**src/hw/ctrl_settings.svh**
```systemverilog
// controller field widths, included by the packages that build their enums on them
`ifndef CTRL_SETTINGS_SVH
`define CTRL_SETTINGS_SVH

////////////////////////////////////////////////////////////////////////////
// controller encodings
////////////////////////////////////////////////////////////////////////////

// fsm state code, seven states used
`define CTRL_STATE_W 3

// fetch stage pc mux select
`define CTRL_PC_SEL_W 3

////////////////////////////////////////////////////////////////////////////
// pipeline encodings
////////////////////////////////////////////////////////////////////////////

// jump kind seen by the decoder
`define CTRL_JUMP_W 2

// operand forwarding mux select
`define CTRL_FWD_SEL_W 2

`endif

```
**src/hw/ctrl_pkg.sv**
```systemverilog
// controller types shared by the FSM, the top level and the testbench checks
`include "ctrl_settings.svh"

package ctrl_pkg;

  ////////////////////////////////////////////////////////////////////////////
  // main controller states
  ////////////////////////////////////////////////////////////////////////////

  // reset, boot and sleep come first, then normal decode and the flush steps
  typedef enum logic [`CTRL_STATE_W-1:0] {
    RESET       = 3'd0,
    BOOT_SET    = 3'd1,
    SLEEP       = 3'd2,
    FIRST_FETCH = 3'd3,
    DECODE      = 3'd4,
    FLUSH_EX    = 3'd5,
    FLUSH_WB    = 3'd6
  } ctrl_state_e;

  ////////////////////////////////////////////////////////////////////////////
  // pc mux select towards the fetch stage
  ////////////////////////////////////////////////////////////////////////////

  typedef enum logic [`CTRL_PC_SEL_W-1:0] {
    PC_BOOT      = 3'd0,
    PC_JUMP      = 3'd1,
    PC_BRANCH    = 3'd2,
    PC_EXCEPTION = 3'd3,
    PC_ERET      = 3'd4
  } pc_sel_e;

endpackage

```
**src/hw/pipe_pkg.sv**
```systemverilog
// pipeline encodings for jump kinds and operand forwarding, used by control and checks
`include "ctrl_settings.svh"

package pipe_pkg;

  ////////////////////////////////////////////////////////////////////////////
  // jump kind from the decoder
  ////////////////////////////////////////////////////////////////////////////

  // cond is resolved in EX, jal and jalr are taken straight from ID
  typedef enum logic [`CTRL_JUMP_W-1:0] {
    JUMP_NONE = 2'b00,
    JUMP_JAL  = 2'b01,
    JUMP_JALR = 2'b10,
    JUMP_COND = 2'b11
  } jump_kind_e;

  // operand source for the ID stage register read
  typedef enum logic [`CTRL_FWD_SEL_W-1:0] {
    FWD_REGFILE = 2'b00,
    FWD_EX      = 2'b01,
    FWD_WB      = 2'b10
  } fwd_sel_e;

endpackage

```
**src/hw/ctrl_fsm.sv**
```systemverilog
// main controller FSM, steers the fetch pc, raises halts and sequences boot, flush and sleep
`timescale 1ns/1ps

module ctrl_fsm
(
  input  logic                  clk,
  input  logic                  rst_n,

  input  logic                  fetch_enable_i,
  input  logic                  instr_valid_i,
  input  logic                  eret_insn_i,
  input  logic                  pipe_flush_i,
  input  pipe_pkg::jump_kind_e  jump_in_dec_i,
  input  logic                  branch_taken_ex_i,
  input  logic                  exc_req_i,
  input  logic                  id_valid_i,
  input  logic                  ex_valid_i,
  input  logic                  wb_valid_i,
  input  logic                  jr_stall_i,

  output logic                  core_busy_o,
  output logic                  is_decoding_o,
  output logic                  instr_req_o,
  output logic                  pc_set_o,
  output ctrl_pkg::pc_sel_e     pc_mux_o,
  output logic                  exc_ack_o,
  output logic                  save_pc_id_o,
  output logic                  halt_if_o,
  output logic                  halt_id_o
);

  ctrl_pkg::ctrl_state_e state_q;
  ctrl_pkg::ctrl_state_e state_d;

  // one pc_set per jump, held until ID moves on
  logic jump_done_q;
  logic jump_done_d;

  logic is_jump;

  // jal and jalr redirect from ID, cond waits for EX
  assign is_jump = (jump_in_dec_i == pipe_pkg::JUMP_JAL) ||
                   (jump_in_dec_i == pipe_pkg::JUMP_JALR);

  ////////////////////////////////////////////////////////////////////////////
  // next state and outputs
  ////////////////////////////////////////////////////////////////////////////

  always_comb
  begin
    // defaults for a running core
    state_d       = state_q;
    jump_done_d   = jump_done_q;
    core_busy_o   = 1'b1;
    instr_req_o   = 1'b1;
    is_decoding_o = 1'b0;
    pc_set_o      = 1'b0;
    pc_mux_o      = ctrl_pkg::PC_BOOT;
    exc_ack_o     = 1'b0;
    save_pc_id_o  = 1'b0;
    halt_if_o     = 1'b0;
    halt_id_o     = 1'b0;

    case (state_q)
      ctrl_pkg::RESET:
      begin
        // idle until fetching is allowed
        core_busy_o = 1'b0;
        instr_req_o = 1'b0;
        if (fetch_enable_i)
          state_d = ctrl_pkg::BOOT_SET;
      end

      ctrl_pkg::BOOT_SET:
      begin
        // load the boot address into the fetch pc, single cycle
        pc_mux_o = ctrl_pkg::PC_BOOT;
        pc_set_o = 1'b1;
        state_d  = ctrl_pkg::FIRST_FETCH;
      end

      ctrl_pkg::SLEEP:
      begin
        core_busy_o = 1'b0;
        instr_req_o = 1'b0;
        // wake on enable or on a pending exception
        if (fetch_enable_i || exc_req_i)
          state_d = ctrl_pkg::FIRST_FETCH;
      end

      ctrl_pkg::FIRST_FETCH:
      begin
        // wait for the first instruction to reach ID
        if (id_valid_i)
          state_d = ctrl_pkg::DECODE;

        // an exception here jumps before anything is decoded
        if (exc_req_i)
        begin
          pc_mux_o     = ctrl_pkg::PC_EXCEPTION;
          pc_set_o     = 1'b1;
          exc_ack_o    = 1'b1;
          save_pc_id_o = 1'b1;
        end
      end

      ctrl_pkg::DECODE:
      begin
        if (instr_valid_i && !branch_taken_ex_i)
        begin
          is_decoding_o = 1'b1;

          if (is_jump)
          begin
            pc_mux_o = ctrl_pkg::PC_JUMP;
            // jalr waits for its base register, and a jump is issued only once
            if (!jr_stall_i && !jump_done_q)
            begin
              pc_set_o    = 1'b1;
              jump_done_d = 1'b1;
            end
          end
          else if (exc_req_i)
          begin
            pc_mux_o     = ctrl_pkg::PC_EXCEPTION;
            pc_set_o     = 1'b1;
            exc_ack_o    = 1'b1;
            // keep the faulting instruction out of EX
            halt_id_o    = 1'b1;
            save_pc_id_o = 1'b1;
          end

          // eret overrides the pc choice above
          if (eret_insn_i)
          begin
            pc_mux_o = ctrl_pkg::PC_ERET;
            pc_set_o = 1'b1;
          end

          // wfi, or an eret back into sleep, drains the pipeline first
          if (pipe_flush_i || (eret_insn_i && !fetch_enable_i))
          begin
            halt_if_o = 1'b1;
            halt_id_o = 1'b1;
            state_d   = ctrl_pkg::FLUSH_EX;
          end
        end

        // taken branch in EX wins over everything in ID
        if (branch_taken_ex_i)
        begin
          pc_mux_o      = ctrl_pkg::PC_BRANCH;
          pc_set_o      = 1'b1;
          is_decoding_o = 1'b0;
        end
      end

      ctrl_pkg::FLUSH_EX:
      begin
        // bubble into EX until the last instruction leaves it
        halt_if_o = 1'b1;
        if (ex_valid_i)
          state_d = ctrl_pkg::FLUSH_WB;
      end

      ctrl_pkg::FLUSH_WB:
      begin
        halt_if_o = 1'b1;
        if (!fetch_enable_i)
        begin
          // drain WB, then sleep
          if (wb_valid_i)
            state_d = ctrl_pkg::SLEEP;
        end
        else
        begin
          // still enabled, resume fetching
          halt_if_o = 1'b0;
          if (id_valid_i)
            state_d = ctrl_pkg::DECODE;
        end
      end

      default:
      begin
        // unused code, recover through reset
        core_busy_o = 1'b0;
        instr_req_o = 1'b0;
        state_d     = ctrl_pkg::RESET;
      end
    endcase
  end

  ////////////////////////////////////////////////////////////////////////////
  // state registers
  ////////////////////////////////////////////////////////////////////////////

  always_ff @(posedge clk or negedge rst_n)
  begin
    if (!rst_n)
    begin
      state_q     <= ctrl_pkg::RESET;
      jump_done_q <= 1'b0;
    end
    else
    begin
      state_q     <= state_d;
      // cleared once ID accepts the next instruction
      jump_done_q <= jump_done_d & ~id_valid_i;
    end
  end

endmodule

```
**src/hw/hazard_unit.sv**
```systemverilog
// hazard detection for load-use and jump-register stalls, plus write-enable suppression
`timescale 1ns/1ps

module hazard_unit
(
  input  logic                  is_decoding_i,
  input  logic                  illegal_insn_i,
  input  logic                  data_req_ex_i,
  input  pipe_pkg::jump_kind_e  jump_in_dec_i,

  input  logic                  regfile_we_ex_i,
  input  logic                  regfile_we_wb_i,
  input  logic                  regfile_alu_we_fw_i,

  input  logic                  ex_is_a_i,
  input  logic                  ex_is_b_i,
  input  logic                  ex_is_c_i,
  input  logic                  wb_is_a_i,
  input  logic                  alu_is_a_i,

  output logic                  load_stall_o,
  output logic                  jr_stall_o,
  output logic                  deassert_we_o
);

  logic ex_hit_any;
  logic a_pending;

  // destination in EX matches one of the ID operands
  assign ex_hit_any = ex_is_a_i | ex_is_b_i | ex_is_c_i;

  // operand a still being produced somewhere down the pipe
  assign a_pending = (regfile_we_wb_i     & wb_is_a_i) |
                     (regfile_we_ex_i     & ex_is_a_i) |
                     (regfile_alu_we_fw_i & alu_is_a_i);

  ////////////////////////////////////////////////////////////////////////////
  // stall decisions
  ////////////////////////////////////////////////////////////////////////////

  // load data arrives too late for forwarding
  assign load_stall_o = data_req_ex_i & regfile_we_ex_i & ex_hit_any;

  // jalr target is taken in ID, so its base must be settled
  assign jr_stall_o = (jump_in_dec_i == pipe_pkg::JUMP_JALR) & a_pending;

  // no register write from an instruction that is not really issued
  assign deassert_we_o = ~is_decoding_i | illegal_insn_i |
                         load_stall_o | jr_stall_o;

endmodule

```
**src/hw/fwd_unit.sv**
```systemverilog
// operand forwarding mux selects for the three ID stage register operands
`timescale 1ns/1ps

module fwd_unit
(
  input  logic                regfile_we_wb_i,
  input  logic                regfile_alu_we_fw_i,

  input  logic                wb_is_a_i,
  input  logic                wb_is_b_i,
  input  logic                wb_is_c_i,
  input  logic                alu_is_a_i,
  input  logic                alu_is_b_i,
  input  logic                alu_is_c_i,

  output pipe_pkg::fwd_sel_e  operand_a_fw_o,
  output pipe_pkg::fwd_sel_e  operand_b_fw_o,
  output pipe_pkg::fwd_sel_e  operand_c_fw_o
);

  // newest value wins, so the ALU result is checked before WB
  function automatic pipe_pkg::fwd_sel_e pick_src(input logic alu_hit, input logic wb_hit);
    pipe_pkg::fwd_sel_e sel;
    if (alu_hit)
      sel = pipe_pkg::FWD_EX;
    else if (wb_hit)
      sel = pipe_pkg::FWD_WB;
    else
      sel = pipe_pkg::FWD_REGFILE;
    return sel;
  endfunction

  ////////////////////////////////////////////////////////////////////////////
  // per operand select
  ////////////////////////////////////////////////////////////////////////////

  assign operand_a_fw_o = pick_src(regfile_alu_we_fw_i & alu_is_a_i,
                                   regfile_we_wb_i & wb_is_a_i);

  assign operand_b_fw_o = pick_src(regfile_alu_we_fw_i & alu_is_b_i,
                                   regfile_we_wb_i & wb_is_b_i);

  assign operand_c_fw_o = pick_src(regfile_alu_we_fw_i & alu_is_c_i,
                                   regfile_we_wb_i & wb_is_c_i);

endmodule

```
**src/hw/ctrl_top.sv**
```systemverilog
// controller top level joining the FSM, the hazard unit and the forwarding unit
`timescale 1ns/1ps

module ctrl_top
(
  input  logic                  clk,
  input  logic                  rst_n,

  input  logic                  fetch_enable_i,
  input  logic                  instr_valid_i,
  input  logic                  illegal_insn_i,
  input  logic                  eret_insn_i,
  input  logic                  pipe_flush_i,
  input  pipe_pkg::jump_kind_e  jump_in_dec_i,
  input  logic                  branch_taken_ex_i,
  input  logic                  exc_req_i,
  input  logic                  data_req_ex_i,

  input  logic                  id_valid_i,
  input  logic                  ex_valid_i,
  input  logic                  wb_valid_i,

  input  logic                  regfile_we_ex_i,
  input  logic                  regfile_we_wb_i,
  input  logic                  regfile_alu_we_fw_i,

  input  logic                  ex_is_a_i,
  input  logic                  ex_is_b_i,
  input  logic                  ex_is_c_i,
  input  logic                  wb_is_a_i,
  input  logic                  wb_is_b_i,
  input  logic                  wb_is_c_i,
  input  logic                  alu_is_a_i,
  input  logic                  alu_is_b_i,
  input  logic                  alu_is_c_i,

  output logic                  core_busy_o,
  output logic                  is_decoding_o,
  output logic                  instr_req_o,
  output logic                  pc_set_o,
  output ctrl_pkg::pc_sel_e     pc_mux_o,
  output logic                  exc_ack_o,
  output logic                  save_pc_id_o,
  output logic                  halt_if_o,
  output logic                  halt_id_o,
  output logic                  deassert_we_o,
  output logic                  load_stall_o,
  output logic                  jr_stall_o,
  output pipe_pkg::fwd_sel_e    operand_a_fw_o,
  output pipe_pkg::fwd_sel_e    operand_b_fw_o,
  output pipe_pkg::fwd_sel_e    operand_c_fw_o
);

  // fsm and hazard unit feed each other, without a loop
  logic jr_stall;
  logic is_decoding;

  assign jr_stall_o    = jr_stall;
  assign is_decoding_o = is_decoding;

  ////////////////////////////////////////////////////////////////////////////
  // main FSM
  ////////////////////////////////////////////////////////////////////////////

  ctrl_fsm fsm_i
  (
    .clk               (clk),
    .rst_n             (rst_n),
    .fetch_enable_i    (fetch_enable_i),
    .instr_valid_i     (instr_valid_i),
    .eret_insn_i       (eret_insn_i),
    .pipe_flush_i      (pipe_flush_i),
    .jump_in_dec_i     (jump_in_dec_i),
    .branch_taken_ex_i (branch_taken_ex_i),
    .exc_req_i         (exc_req_i),
    .id_valid_i        (id_valid_i),
    .ex_valid_i        (ex_valid_i),
    .wb_valid_i        (wb_valid_i),
    .jr_stall_i        (jr_stall),
    .core_busy_o       (core_busy_o),
    .is_decoding_o     (is_decoding),
    .instr_req_o       (instr_req_o),
    .pc_set_o          (pc_set_o),
    .pc_mux_o          (pc_mux_o),
    .exc_ack_o         (exc_ack_o),
    .save_pc_id_o      (save_pc_id_o),
    .halt_if_o         (halt_if_o),
    .halt_id_o         (halt_id_o)
  );

  ////////////////////////////////////////////////////////////////////////////
  // stalls and forwarding
  ////////////////////////////////////////////////////////////////////////////

  hazard_unit hazard_i
  (
    .is_decoding_i       (is_decoding),
    .illegal_insn_i      (illegal_insn_i),
    .data_req_ex_i       (data_req_ex_i),
    .jump_in_dec_i       (jump_in_dec_i),
    .regfile_we_ex_i     (regfile_we_ex_i),
    .regfile_we_wb_i     (regfile_we_wb_i),
    .regfile_alu_we_fw_i (regfile_alu_we_fw_i),
    .ex_is_a_i           (ex_is_a_i),
    .ex_is_b_i           (ex_is_b_i),
    .ex_is_c_i           (ex_is_c_i),
    .wb_is_a_i           (wb_is_a_i),
    .alu_is_a_i          (alu_is_a_i),
    .load_stall_o        (load_stall_o),
    .jr_stall_o          (jr_stall),
    .deassert_we_o       (deassert_we_o)
  );

  // operand selects depend only on the match flags and write enables
  fwd_unit fwd_i
  (
    .regfile_we_wb_i     (regfile_we_wb_i),
    .regfile_alu_we_fw_i (regfile_alu_we_fw_i),
    .wb_is_a_i           (wb_is_a_i),
    .wb_is_b_i           (wb_is_b_i),
    .wb_is_c_i           (wb_is_c_i),
    .alu_is_a_i          (alu_is_a_i),
    .alu_is_b_i          (alu_is_b_i),
    .alu_is_c_i          (alu_is_c_i),
    .operand_a_fw_o      (operand_a_fw_o),
    .operand_b_fw_o      (operand_b_fw_o),
    .operand_c_fw_o      (operand_c_fw_o)
  );

endmodule

```
**config.mk**
```make
export PLATFORM = sky130hd
export DESIGN_NAME = ctrl_top
export DESIGN_NICKNAME = d
export VERILOG_FILES = /design/src/hw/ctrl_pkg.sv /design/src/hw/pipe_pkg.sv /design/src/hw/ctrl_fsm.sv /design/src/hw/hazard_unit.sv /design/src/hw/fwd_unit.sv /design/src/hw/ctrl_top.sv
export VERILOG_INCLUDE_DIRS = /design/src /design/src/hw
export SDC_FILE = /design/constraint.sdc
export NUM_CORES = 1
export LEC_CHECK = 0
export BUFFER_PORTS_ARGS = -buffer_cell sky130_fd_sc_hd__clkbuf_2
export CORE_UTILIZATION = 40
export DETAILED_ROUTE_END_ITERATION = 16
export PLACE_DENSITY = 0.94
export SKIP_LAST_GASP = 1
export SLEW_MARGIN = 20
export SYNTH_ARGS = -nofsm -noshare
export SYNTH_HDL_FRONTEND = slang
export SYNTH_SLANG_ARGS = --single-unit
```
**constraint.sdc**
```tcl
create_clock -name clk -period 2.3 [get_ports clk]
set_clock_uncertainty 0.1 [all_clocks]
set_input_delay 0.115 -clock clk [delete_from_list [all_inputs] [get_ports clk]]
set_output_delay 0.115 -clock clk [all_outputs]
set_load 0.02 [all_outputs]
```
==> results of run 1 <==
[power groups by stage]
stage | clock (mW) | combinational, mW | sequential [mW]
after floorplan | 0 | 0.413 | 0.123
after global placement | 0 | 0.443 | 0.172
after detailed placement | 0 | 0.459 | 0.178
after CTS | 0.0850 | 0.462 | 0.177
after global routing | 0.0907 | 0.500 | 0.186
final | 0.0816 | 0.463 | 0.178
[path summary, 6_finish.rpt]
kind | endpoint | cells past startpoint | from | slack [ps]
setup / recovery | deassert_we_o | 4 | fsm_i.state_q[0]$_DFFE_PN0P_ | 180
hold / removal | fsm_i.jump_done_q$_DFF_PN0_ | 2 | id_valid_i | 60
setup reg to reg | fsm_i.state_q[0]$_DFFE_PN0P_ | 3 | fsm_i.state_q[0]$_DFFE_PN0P_ | 750
hold reg to reg | fsm_i.jump_done_q$_DFF_PN0_ | 2 | fsm_i.jump_done_q$_DFF_PN0_ | 400
max in group asynchronous | fsm_i.jump_done_q$_DFF_PN0_ | 2 | rst_n | 1850
min in group asynchronous | fsm_i.state_q[0]$_DFFE_PN0P_ | 2 | rst_n | 130
[worst max-delay path, stage by stage, from the launching register on]
cell	delay, ps
dfrtp_1	510
nor3b_4	360
nand2_4	120
or4_4	520
clkbuf_2	170
[flip-flops by register name, indices dropped and copies added (netlist names)]
register,cells
fsm_i.state_q,3
fsm_i.jump_done_q,1
[metal layers]
metal	track usage, %	wire, µm	up-vias
li1	-	-	365
met1	25.78	711	322
met2	43.75	846	19
met3	0.5780	48	0
met4	7.759	0	0
met5	0	0	-
[placed cells by master, fill, tap and decap left out, types with 3 or more instances in the layout]
cell	instances
clkbuf_2	46
nor2_1	8
nand2_1	8
o21ai_0	7
inv_1	7
a21oi_1	5
and2_1	4
dfrtp_1	4
nor2b_1	3
clkbuf_4	3
[cell type report]
cell class | count | area [µm²]
tap | 14 | 17.52
fill | 107 | 391.6
timing repair buffer | 47 | 240.2
clock buffer | 3 | 22.52
sequential | 4 | 100.1
multi-input combinational | 61 | 387.9
inverter | 7 | 26.28
[cells by family (layout without fill, tap and decap cells)]
kind of cell    count (synthesis)  in the layout
fa+ha+maj                       1              1
flops                           4              4
mux                             1              1
buf+inv                        12             57
compound gates                 23             23
simple gates                   36             36
[metrics by stage]
step,std cells,util [%],hold WS (ps),cell area (µm²)
5_1_grt,136,66.98,49.92,794.5
3_3_place_gp,132,64.24,-176.3,762.0
4_1_cts,136,66.98,41.52,794.5
3_5_place_dp,132,64.24,-175.1,762.0
2_1_floorplan,77,-,-280.6,548.0
6_report,136,66.98,56.35,794.5
==> results.sh, run 1 <==
export IMPL_layout_setup_ws_ps=178.7
export IMPL_synth_top_family_by_area="simple AND/OR/NAND/NOR gates"
export IMPL_cts_sinks=4
export IMPL_gp_congestion=0.7612
export IMPL_grt_setup_unrepaired="no"
export IMPL_power_frac_clock_pct=11.3
export IMPL_synth_edf_count=0
export IMPL_power_leakage_nw=0.4497
export IMPL_port_buffers=46
export IMPL_hpwlAfterDp_mm=1.401
export IMPL_crit_fanout=12
export IMPL_cts_tree="built"
export IMPL_synthDistinctLibCells=33
export IMPL_cts_max_level=1
export IMPL_cts_buffers=3
export IMPL_post_cts_buffers=0
export IMPL_run_status="complete, no violations"
export IMPL_maxSlewViolCount=0
export IMPL_arrival_ps=1910
export IMPL_final_nets=152
export IMPL_async_flop_share_pct=100.0
export IMPL_pwr_density_cell_nw_per_um2=909.0
export IMPL_finalHoldViolCount=0
export IMPL_synthMuxAreaShare_pct=2.055
export IMPL_final_layout_size_suffix_gt1_share_pct=44.26
export IMPL_synth_avg_cell_area_um2=7.117
export IMPL_slew_headroom_pct=73.62
export IMPL_synth_fa_ha_area_share_pct=2.283
export IMPL_combPwrFrac_pct=64.1
export IMPL_core_rowCount=12
export IMPL_overflow=0
export IMPL_synth_cell_area_um2=548.0
export IMPL_crit_required_ps=2090
export IMPL_ioPinCount=47
export IMPL_clk_latency_ps=220
export IMPL_grt_pass1_wl_mm=2.408
export IMPL_drc_errors=0
export IMPL_synthTopCellsByArea="dfrtp_1, o21ai_0, nand2_1, nor2_1, inv_1"
export IMPL_cts_max_path_buffers=2
export IMPL_core_region_area_um2=1186
export IMPL_synth_main_ff_cell="dfrtp_1"
export IMPL_p_seq_share_pct=24.6
export IMPL_syn_to_final_growth_pct=44.98
export IMPL_synth_nets=105
export IMPL_endpoint_kind="primary output"
export IMPL_postSynthRegisterBits=4
export IMPL_tightest_slew_ps=395.7
export IMPL_ys_seq_area_share_pct=18.26
export IMPL_synth_common_cells="nand2_1, nor2_1, inv_1, o21ai_0, a21oi_1"
export IMPL_cts_hold_buffers=1
export IMPL_drt_iter0_drc=23
export IMPL_grt_max_degree=13
export IMPL_power_share_switching_pct=51.46
export IMPL_finalSetupTns_ps=0
export IMPL_yosys_area_top_type="dfrtp_1"
export IMPL_vias=706
export IMPL_ant_nets=0
export IMPL_vias_per_cell=5.191
export IMPL_hold_path_class="primary input to register"
export IMPL_synthXorXnorAreaFrac_pct=0
export IMPL_pre_cts_ws_ps=434.1
export IMPL_wire_per_inst_um=11.82
export IMPL_die_w_um=39.02
export IMPL_fmax_mhz=471.4
export IMPL_track_usage_pct=22.61
export IMPL_cts_resized=0
export IMPL_fin_crit_sh_pct=92.23
export IMPL_syn_inst=77
export IMPL_first_pass_iters=4
export IMPL_finalSetupViolations=0
export IMPL_internal_power_uw=350.5
export IMPL_cts_root_buf="clkbuf_4"
export IMPL_synth_top_cell_area_share_pct=18.26
export IMPL_p_switching_uw=371.7
export IMPL_die_h_um=39.02
export IMPL_routed_wl_mm=1.607
export IMPL_synth_compound_area_share_pct=28.31
export IMPL_path_clk_slew_ps=40
export IMPL_max_cap_violations=0
export IMPL_setup_worst_path_start_class="register"
export IMPL_initial_core_util_pct=46.20
export IMPL_setup_worst_path_class="register to primary output"
export IMPL_p_total_uw=722.2
export IMPL_peakVddDrop_mv=0.6103
export IMPL_antenna_cells=0
export IMPL_grt_pass1_vias=617
export IMPL_fin_crit_ps=2121
export IMPL_synth_simple_gate_area_share_pct=38.13
export IMPL_antenna_found_initial=0
export IMPL_synth_warnings=0
export IMPL_fp_dieArea_um2=1522
Power figures use the tool's default switching activity.
==> inputs of run 2 (changes only) <==
RECOVER_POWER = 50   (was unset)
==> run 2 against run 1 <==
Via count is 0.71% higher. Final cell count unchanged. Sequential power barely moved. Largest cell class unchanged. Critical path type unchanged. Non-clock buffer count unchanged. Utilization is 0.95 points lower. Worst setup slack lost 2.5 ps. Combinational power shrank 0.9%. Global-route usage unchanged. Sequential cell count unchanged.
==> results.sh, run 2 (synthesized netlist as in run 1, its figures left out) <==
export IMPL_run_status="complete, no violations"
export IMPL_grt_busiest_layer="met2"
export IMPL_clk_latency_ps=220
export IMPL_crit_required_ps=2090
export IMPL_wire_per_inst_um=11.74
export IMPL_gr_usage_met1_pct=25.78
export IMPL_largestRegisters="fsm_i.state_q: 3 flops, fsm_i.jump_done_q: 1 flops"
export IMPL_worstPathCellList="nor3b_4, nand2_4, or4_4, clkbuf_2"
export IMPL_min_from="id_valid_i"
export IMPL_power_leakage_nw=0.4206
export IMPL_fmax_mhz=470.9
export IMPL_r2r_cells=3
export IMPL_use_met2_pct=43.75
export IMPL_initial_core_util_pct=46.20
export IMPL_power_share_switching_pct=51.51
export IMPL_post_cts_buffers=0
export IMPL_grt_pass1_vias=617
export IMPL_maxSlewViolCount=0
export IMPL_finalSetupViolations=0
export IMPL_path_clk_slew_ps=40
export IMPL_hpwlAfterDp_mm=1.401
export IMPL_endpoint_kind="primary output"
export IMPL_cts_buffers=3
export IMPL_fin_crit_sh_pct=92.34
export IMPL_antenna_cells=0
export IMPL_max_cap_violations=0
export IMPL_regMostFlops="fsm_i.state_q"
export IMPL_vias=711
export IMPL_crit_fanout=12
export IMPL_worstReg2RegStart="fsm_i.state_q[0]$_DFFE_PN0P_"
export IMPL_cts_tree="built"
export IMPL_core_rowCount=12
export IMPL_die_h_um=39.02
export IMPL_drc_errors=0
export IMPL_placed_cells=132
export IMPL_antenna_found_initial=0
export IMPL_cts_resized=0
export IMPL_mostFrequentLayoutCells="clkbuf_2, clkbuf_1, nor2_1, nand2_1"
export IMPL_finalSetupTns_ps=0
export IMPL_p_switching_uw=370.0
export IMPL_reg2reg_slack_ps=740
export IMPL_pwr_density_cell_nw_per_um2=917.2
export IMPL_crit_family="simple AND/OR/NAND/NOR gates"
export IMPL_syn_to_final_growth_pct=42.92
export IMPL_ant_nets=0
export IMPL_grt_pass1_wl_mm=2.408
export IMPL_crit_slowest_cell="or4_4"
export IMPL_fin_crit_ps=2124
export IMPL_track_usage_pct=22.61
export IMPL_finalHoldViolCount=0
export IMPL_whs_endpoint="fsm_i.jump_done_q$_DFF_PN0_"
export IMPL_power_frac_clock_pct=11.3
export IMPL_peakVddDrop_mv=0.6117
export IMPL_internal_power_uw=348.4
export IMPL_grt_setup_unrepaired="no"
export IMPL_cts_sinks=4
export IMPL_final_nets=152
export IMPL_cts_max_path_buffers=2
export IMPL_slowest_delay_ps=520
export IMPL_tightest_slew_ps=402.1
export IMPL_die_w_um=39.02
export IMPL_largest_reg_flops=3
export IMPL_gp_congestion=0.7612
export IMPL_final_layout_size_suffix_gt1_share_pct=36.89
export IMPL_path_buf_inv=1
export IMPL_grt_max_degree=13
export IMPL_vias_per_cell=5.228
export IMPL_met3_usage_pct=0.5780
export IMPL_overflow=0
export IMPL_cts_max_level=1
export IMPL_drt_iter0_drc=26
export IMPL_setup_worst_path_class="register to primary output"
export IMPL_routed_wl_mm=1.597
export IMPL_layoutNonFillerInstCount=136
export IMPL_arrival_ps=1910
export IMPL_core_region_area_um2=1186
export IMPL_hold_depth=2
export IMPL_cts_root_buf="clkbuf_4"
export IMPL_slew_headroom_pct=73.19
export IMPL_first_pass_iters=4
export IMPL_hold_path_class="primary input to register"
export IMPL_combPwrFrac_pct=63.9
export IMPL_p_seq_share_pct=24.8
export IMPL_fp_dieArea_um2=1522
export IMPL_ioPinCount=47
export IMPL_port_buffers=46
export IMPL_setup_worst_path_start_class="register"
export IMPL_timing_rr_end="fsm_i.state_q[0]$_DFFE_PN0P_"
export IMPL_mostFrequentLayoutCell="clkbuf_2"
export IMPL_final_area_um2=783.3
export IMPL_postPlaceCellArea_um2=762.0
run 2: cell counts in the layout (fill, tap and decap cells not counted):
Identical to the previous run, type by type.
run 2: metal layers:
layer | vias up | part of all wire [%]
li1 | 365 | -
met1 | 321 | 43
met2 | 25 | 53
met3 | 0 | 3.7
met4 | 0 | 0
met5 | - | 0
run 2: area by class of cell:
type	count	area, µm²
fill	111	402.9
clock buffer	3	22.52
sequential	4	100.1
tap	14	17.52
multi-input combinational	61	387.9
inverter	7	26.28
timing repair buffer	47	229.0
run 2: worst register-to-register path, stage by stage, from the launching register on:
cell and delay [ps]:
dfrtp_1 580, inv_1 120, or3_1 360, a311oi_1 290
run 2: through the flow:
step	utilization, %	hold WS (ps)	total power [mW]	setup WS [ps]
6_report	66.03	61.11	0.7184	176.2
5_1_grt	66.03	49.92	0.7753	97.70
4_1_cts	66.98	41.52	0.7238	190.1
3_5_place_dp	64.24	-175.1	0.6371	434.1
3_3_place_gp	64.24	-176.3	0.6146	476.7
2_1_floorplan	-	-280.6	0.5358	599.0
run 2: power groups by stage:
stage          sequential [mW]  clock, mW  combinational, mW
3_3_place_gp             0.172          0              0.443
5_1_grt                  0.186     0.0907              0.498
4_1_cts                  0.177     0.0850              0.462
3_5_place_dp             0.178          0              0.459
2_1_floorplan            0.123          0              0.413
6_report                 0.178     0.0814              0.459
run 2: how the worst max path moves through the flow:
stage,cells past startpoint,endpoint,startpoint,slack [ps]
3_5_place_dp,4,deassert_we_o,fsm_i.state_q[0]$_DFFE_PN0P_,430
2_1_floorplan,5,save_pc_id_o,fsm_i.state_q[0]$_DFFE_PN0P_,600
4_1_cts,4,deassert_we_o,fsm_i.state_q[0]$_DFFE_PN0P_,190
3_3_place_gp,4,deassert_we_o,fsm_i.state_q[1]$_DFFE_PN0P_,480
6_report,4,deassert_we_o,fsm_i.state_q[0]$_DFFE_PN0P_,180
5_1_grt,4,deassert_we_o,fsm_i.state_q[0]$_DFFE_PN0P_,100
run 2: timing repair:
item	4_1_cts	5_1_grt
setup endpoints to repair	0	0
hold endpoints to repair	4	0
hold buffers	1	0
==> inputs of run 3 (changes only) <==
BUFFER_PORTS_ARGS = unset   (was -buffer_cell sky130_fd_sc_hd__clkbuf_2)
CORE_AREA = 2 2 39 41   (was unset)
CORE_UTILIZATION = unset   (was 40)
DIE_AREA = 0 0 41 43   (was unset)
DONT_BUFFER_PORTS = 1   (was unset)
PLACE_DENSITY = 0.66   (was 0.94)
==> run 3 against run 2 <==
Utilization down 23 points. Power decreased by 11%. Cell area fell by 23%.
==> results.sh, run 3 (synthesized netlist as in run 1, its figures left out) <==
export IMPL_grt_setup_unrepaired="no"
export IMPL_wire_per_inst_um=14.48
export IMPL_ant_nets=0
export IMPL_die_w_um=41
export IMPL_finalSetupViolations=0
export IMPL_arrival_ps=1820
export IMPL_drc_errors=0
export IMPL_regMostFlops="fsm_i.state_q"
export IMPL_cts_resized=0
export IMPL_first_pass_iters=4
export IMPL_route_met3_wl_um=183
export IMPL_final_layout_size_suffix_gt1_share_pct=12.50
export IMPL_port_buffers=0
export IMPL_vias_per_cell=6.125
export IMPL_peakVddDrop_mv=0.5874
export IMPL_grt_max_degree=13
export IMPL_crit_required_ps=2090
export IMPL_tightest_slew_ps=500.8
export IMPL_fmax_mhz=490.3
export IMPL_finalSetupTns_ps=0
export IMPL_setup_worst_path_start_class="register"
export IMPL_met1_length_um=516
export IMPL_dr_max_layer_used="met3"
export IMPL_die_h_um=43
export IMPL_syn_to_final_growth_pct=9.817
export IMPL_cts_tree="built"
export IMPL_crit_fanout=12
export IMPL_fin_crit_ps=2040
export IMPL_grt_pass1_vias=494
export IMPL_slew_headroom_pct=66.49
export IMPL_fin_crit_sh_pct=88.68
export IMPL_met2WireLength_um=690
export IMPL_routed_wl_mm=1.390
export IMPL_overflow=0
export IMPL_ioPinCount=47
export IMPL_p_total_uw=636.9
export IMPL_mostFrequentLayoutCells="nor2_1, nand2_1, o21ai_0, inv_1, a21oi_1"
export IMPL_crit_slowest_cell="or4_4"
export IMPL_max_cap_violations=0
export IMPL_path_clk_slew_ps=40
export IMPL_worstPathCellList="nor3b_4, nand2_4, or4_4"
export IMPL_run_status="complete, no violations"
export IMPL_drt_iter0_drc=17
export IMPL_finalHoldViolCount=0
export IMPL_core_region_area_um2=1384
export IMPL_cts_max_level=1
export IMPL_pre_cts_ws_ps=518.6
export IMPL_antenna_found_initial=0
export IMPL_track_usage_pct=16.83
export IMPL_vias=588
export IMPL_setup_worst_path_class="register to primary output"
export IMPL_cts_root_buf="clkbuf_4"
export IMPL_hold_path_class="primary input to register"
export IMPL_cts_sinks=4
export IMPL_grt_pass1_wl_mm=2.028
export IMPL_final_nets=110
export IMPL_largest_reg_flops=3
export IMPL_endpoint_kind="primary output"
export IMPL_pwr_density_cell_nw_per_um2=1058
export IMPL_clk_latency_ps=240
export IMPL_slowest_delay_ps=570
export IMPL_initial_core_util_pct=39.60
export IMPL_core_rowCount=14
export IMPL_largestRegisters="fsm_i.state_q: 3 flops, fsm_i.jump_done_q: 1 flops"
export IMPL_power_leakage_nw=0.2703
export IMPL_hpwlAfterDp_mm=1.127
export IMPL_layout_setup_ws_ps=260.3
export IMPL_cts_buffers=3
export IMPL_maxSlewViolCount=0
export IMPL_cts_max_path_buffers=2
export IMPL_antenna_cells=0
export IMPL_gp_congestion=0.7233
export IMPL_fp_dieArea_um2=1763
run 3: path summary, 6_finish.rpt:
check / start / to / slack (ps) / cells past startpoint
max in group asynchronous: rst_n / fsm_i.state_q[2]$_DFFE_PN0P_ / 1860 / 1
setup / recovery: fsm_i.state_q[1]$_DFFE_PN0P_ / deassert_we_o / 260 / 3
hold / removal: wb_valid_i / fsm_i.state_q[2]$_DFFE_PN0P_ / 40 / 2
min in group asynchronous: rst_n / fsm_i.state_q[1]$_DFFE_PN0P_ / 50 / 1
setup reg to reg: fsm_i.state_q[1]$_DFFE_PN0P_ / fsm_i.jump_done_q$_DFF_PN0_ / 730 / 3
hold reg to reg: fsm_i.jump_done_q$_DFF_PN0_ / fsm_i.jump_done_q$_DFF_PN0_ / 390 / 2
run 3: power breakdown:
part           leakage [nW]  internal [mW]  switching [mW]  total (mW)
logic                 0.207          0.141           0.227       0.368
registers            0.0498         0.0990          0.0823       0.181
clock network        0.0138         0.0584          0.0295      0.0879
run 3: per-stage QoR:
step                      hold WS, ps  instance area (µm²)  util (%)  std cells
after floorplan                -280.6                548.0         -         77
after global placement         -280.4                549.3     39.69         90
after detailed placement       -280.4                549.3     39.69         90
after CTS                       34.02                601.8     43.49         96
after global routing            40.39                601.8     43.49         96
final                           35.98                601.8     43.49         96
run 3: critical path, delay by kind of cell (launching register included):
kind,cells,cell delay [ps]
DFF,1,510
and+or+nand+nor,3,1070
run 3: final cells by class:
type	count	area [µm²]
Inverter	7	26.28
Fill cell	138	782.0
Multi-Input combinational cell	61	387.9
Tap cell	16	20.02
Timing Repair Buffer	5	45.04
Sequential cell	4	100.1
Clock buffer	3	22.52
run 3: timing repair:
item                                   4_1_cts  5_1_grt
setup endpoints to repair                    0        0
endpoints found under the hold margin        7        0
setup buffers                                0        0
hold buffers                                 3        0
run 3: routing by layer:
metal / vias up / track usage (%)
met5: - / 0
met4: 0 / 4.000
met3: 0 / 6.283
met2: 44 / 26.88
met1: 262 / 20.52
li1: 282 / -
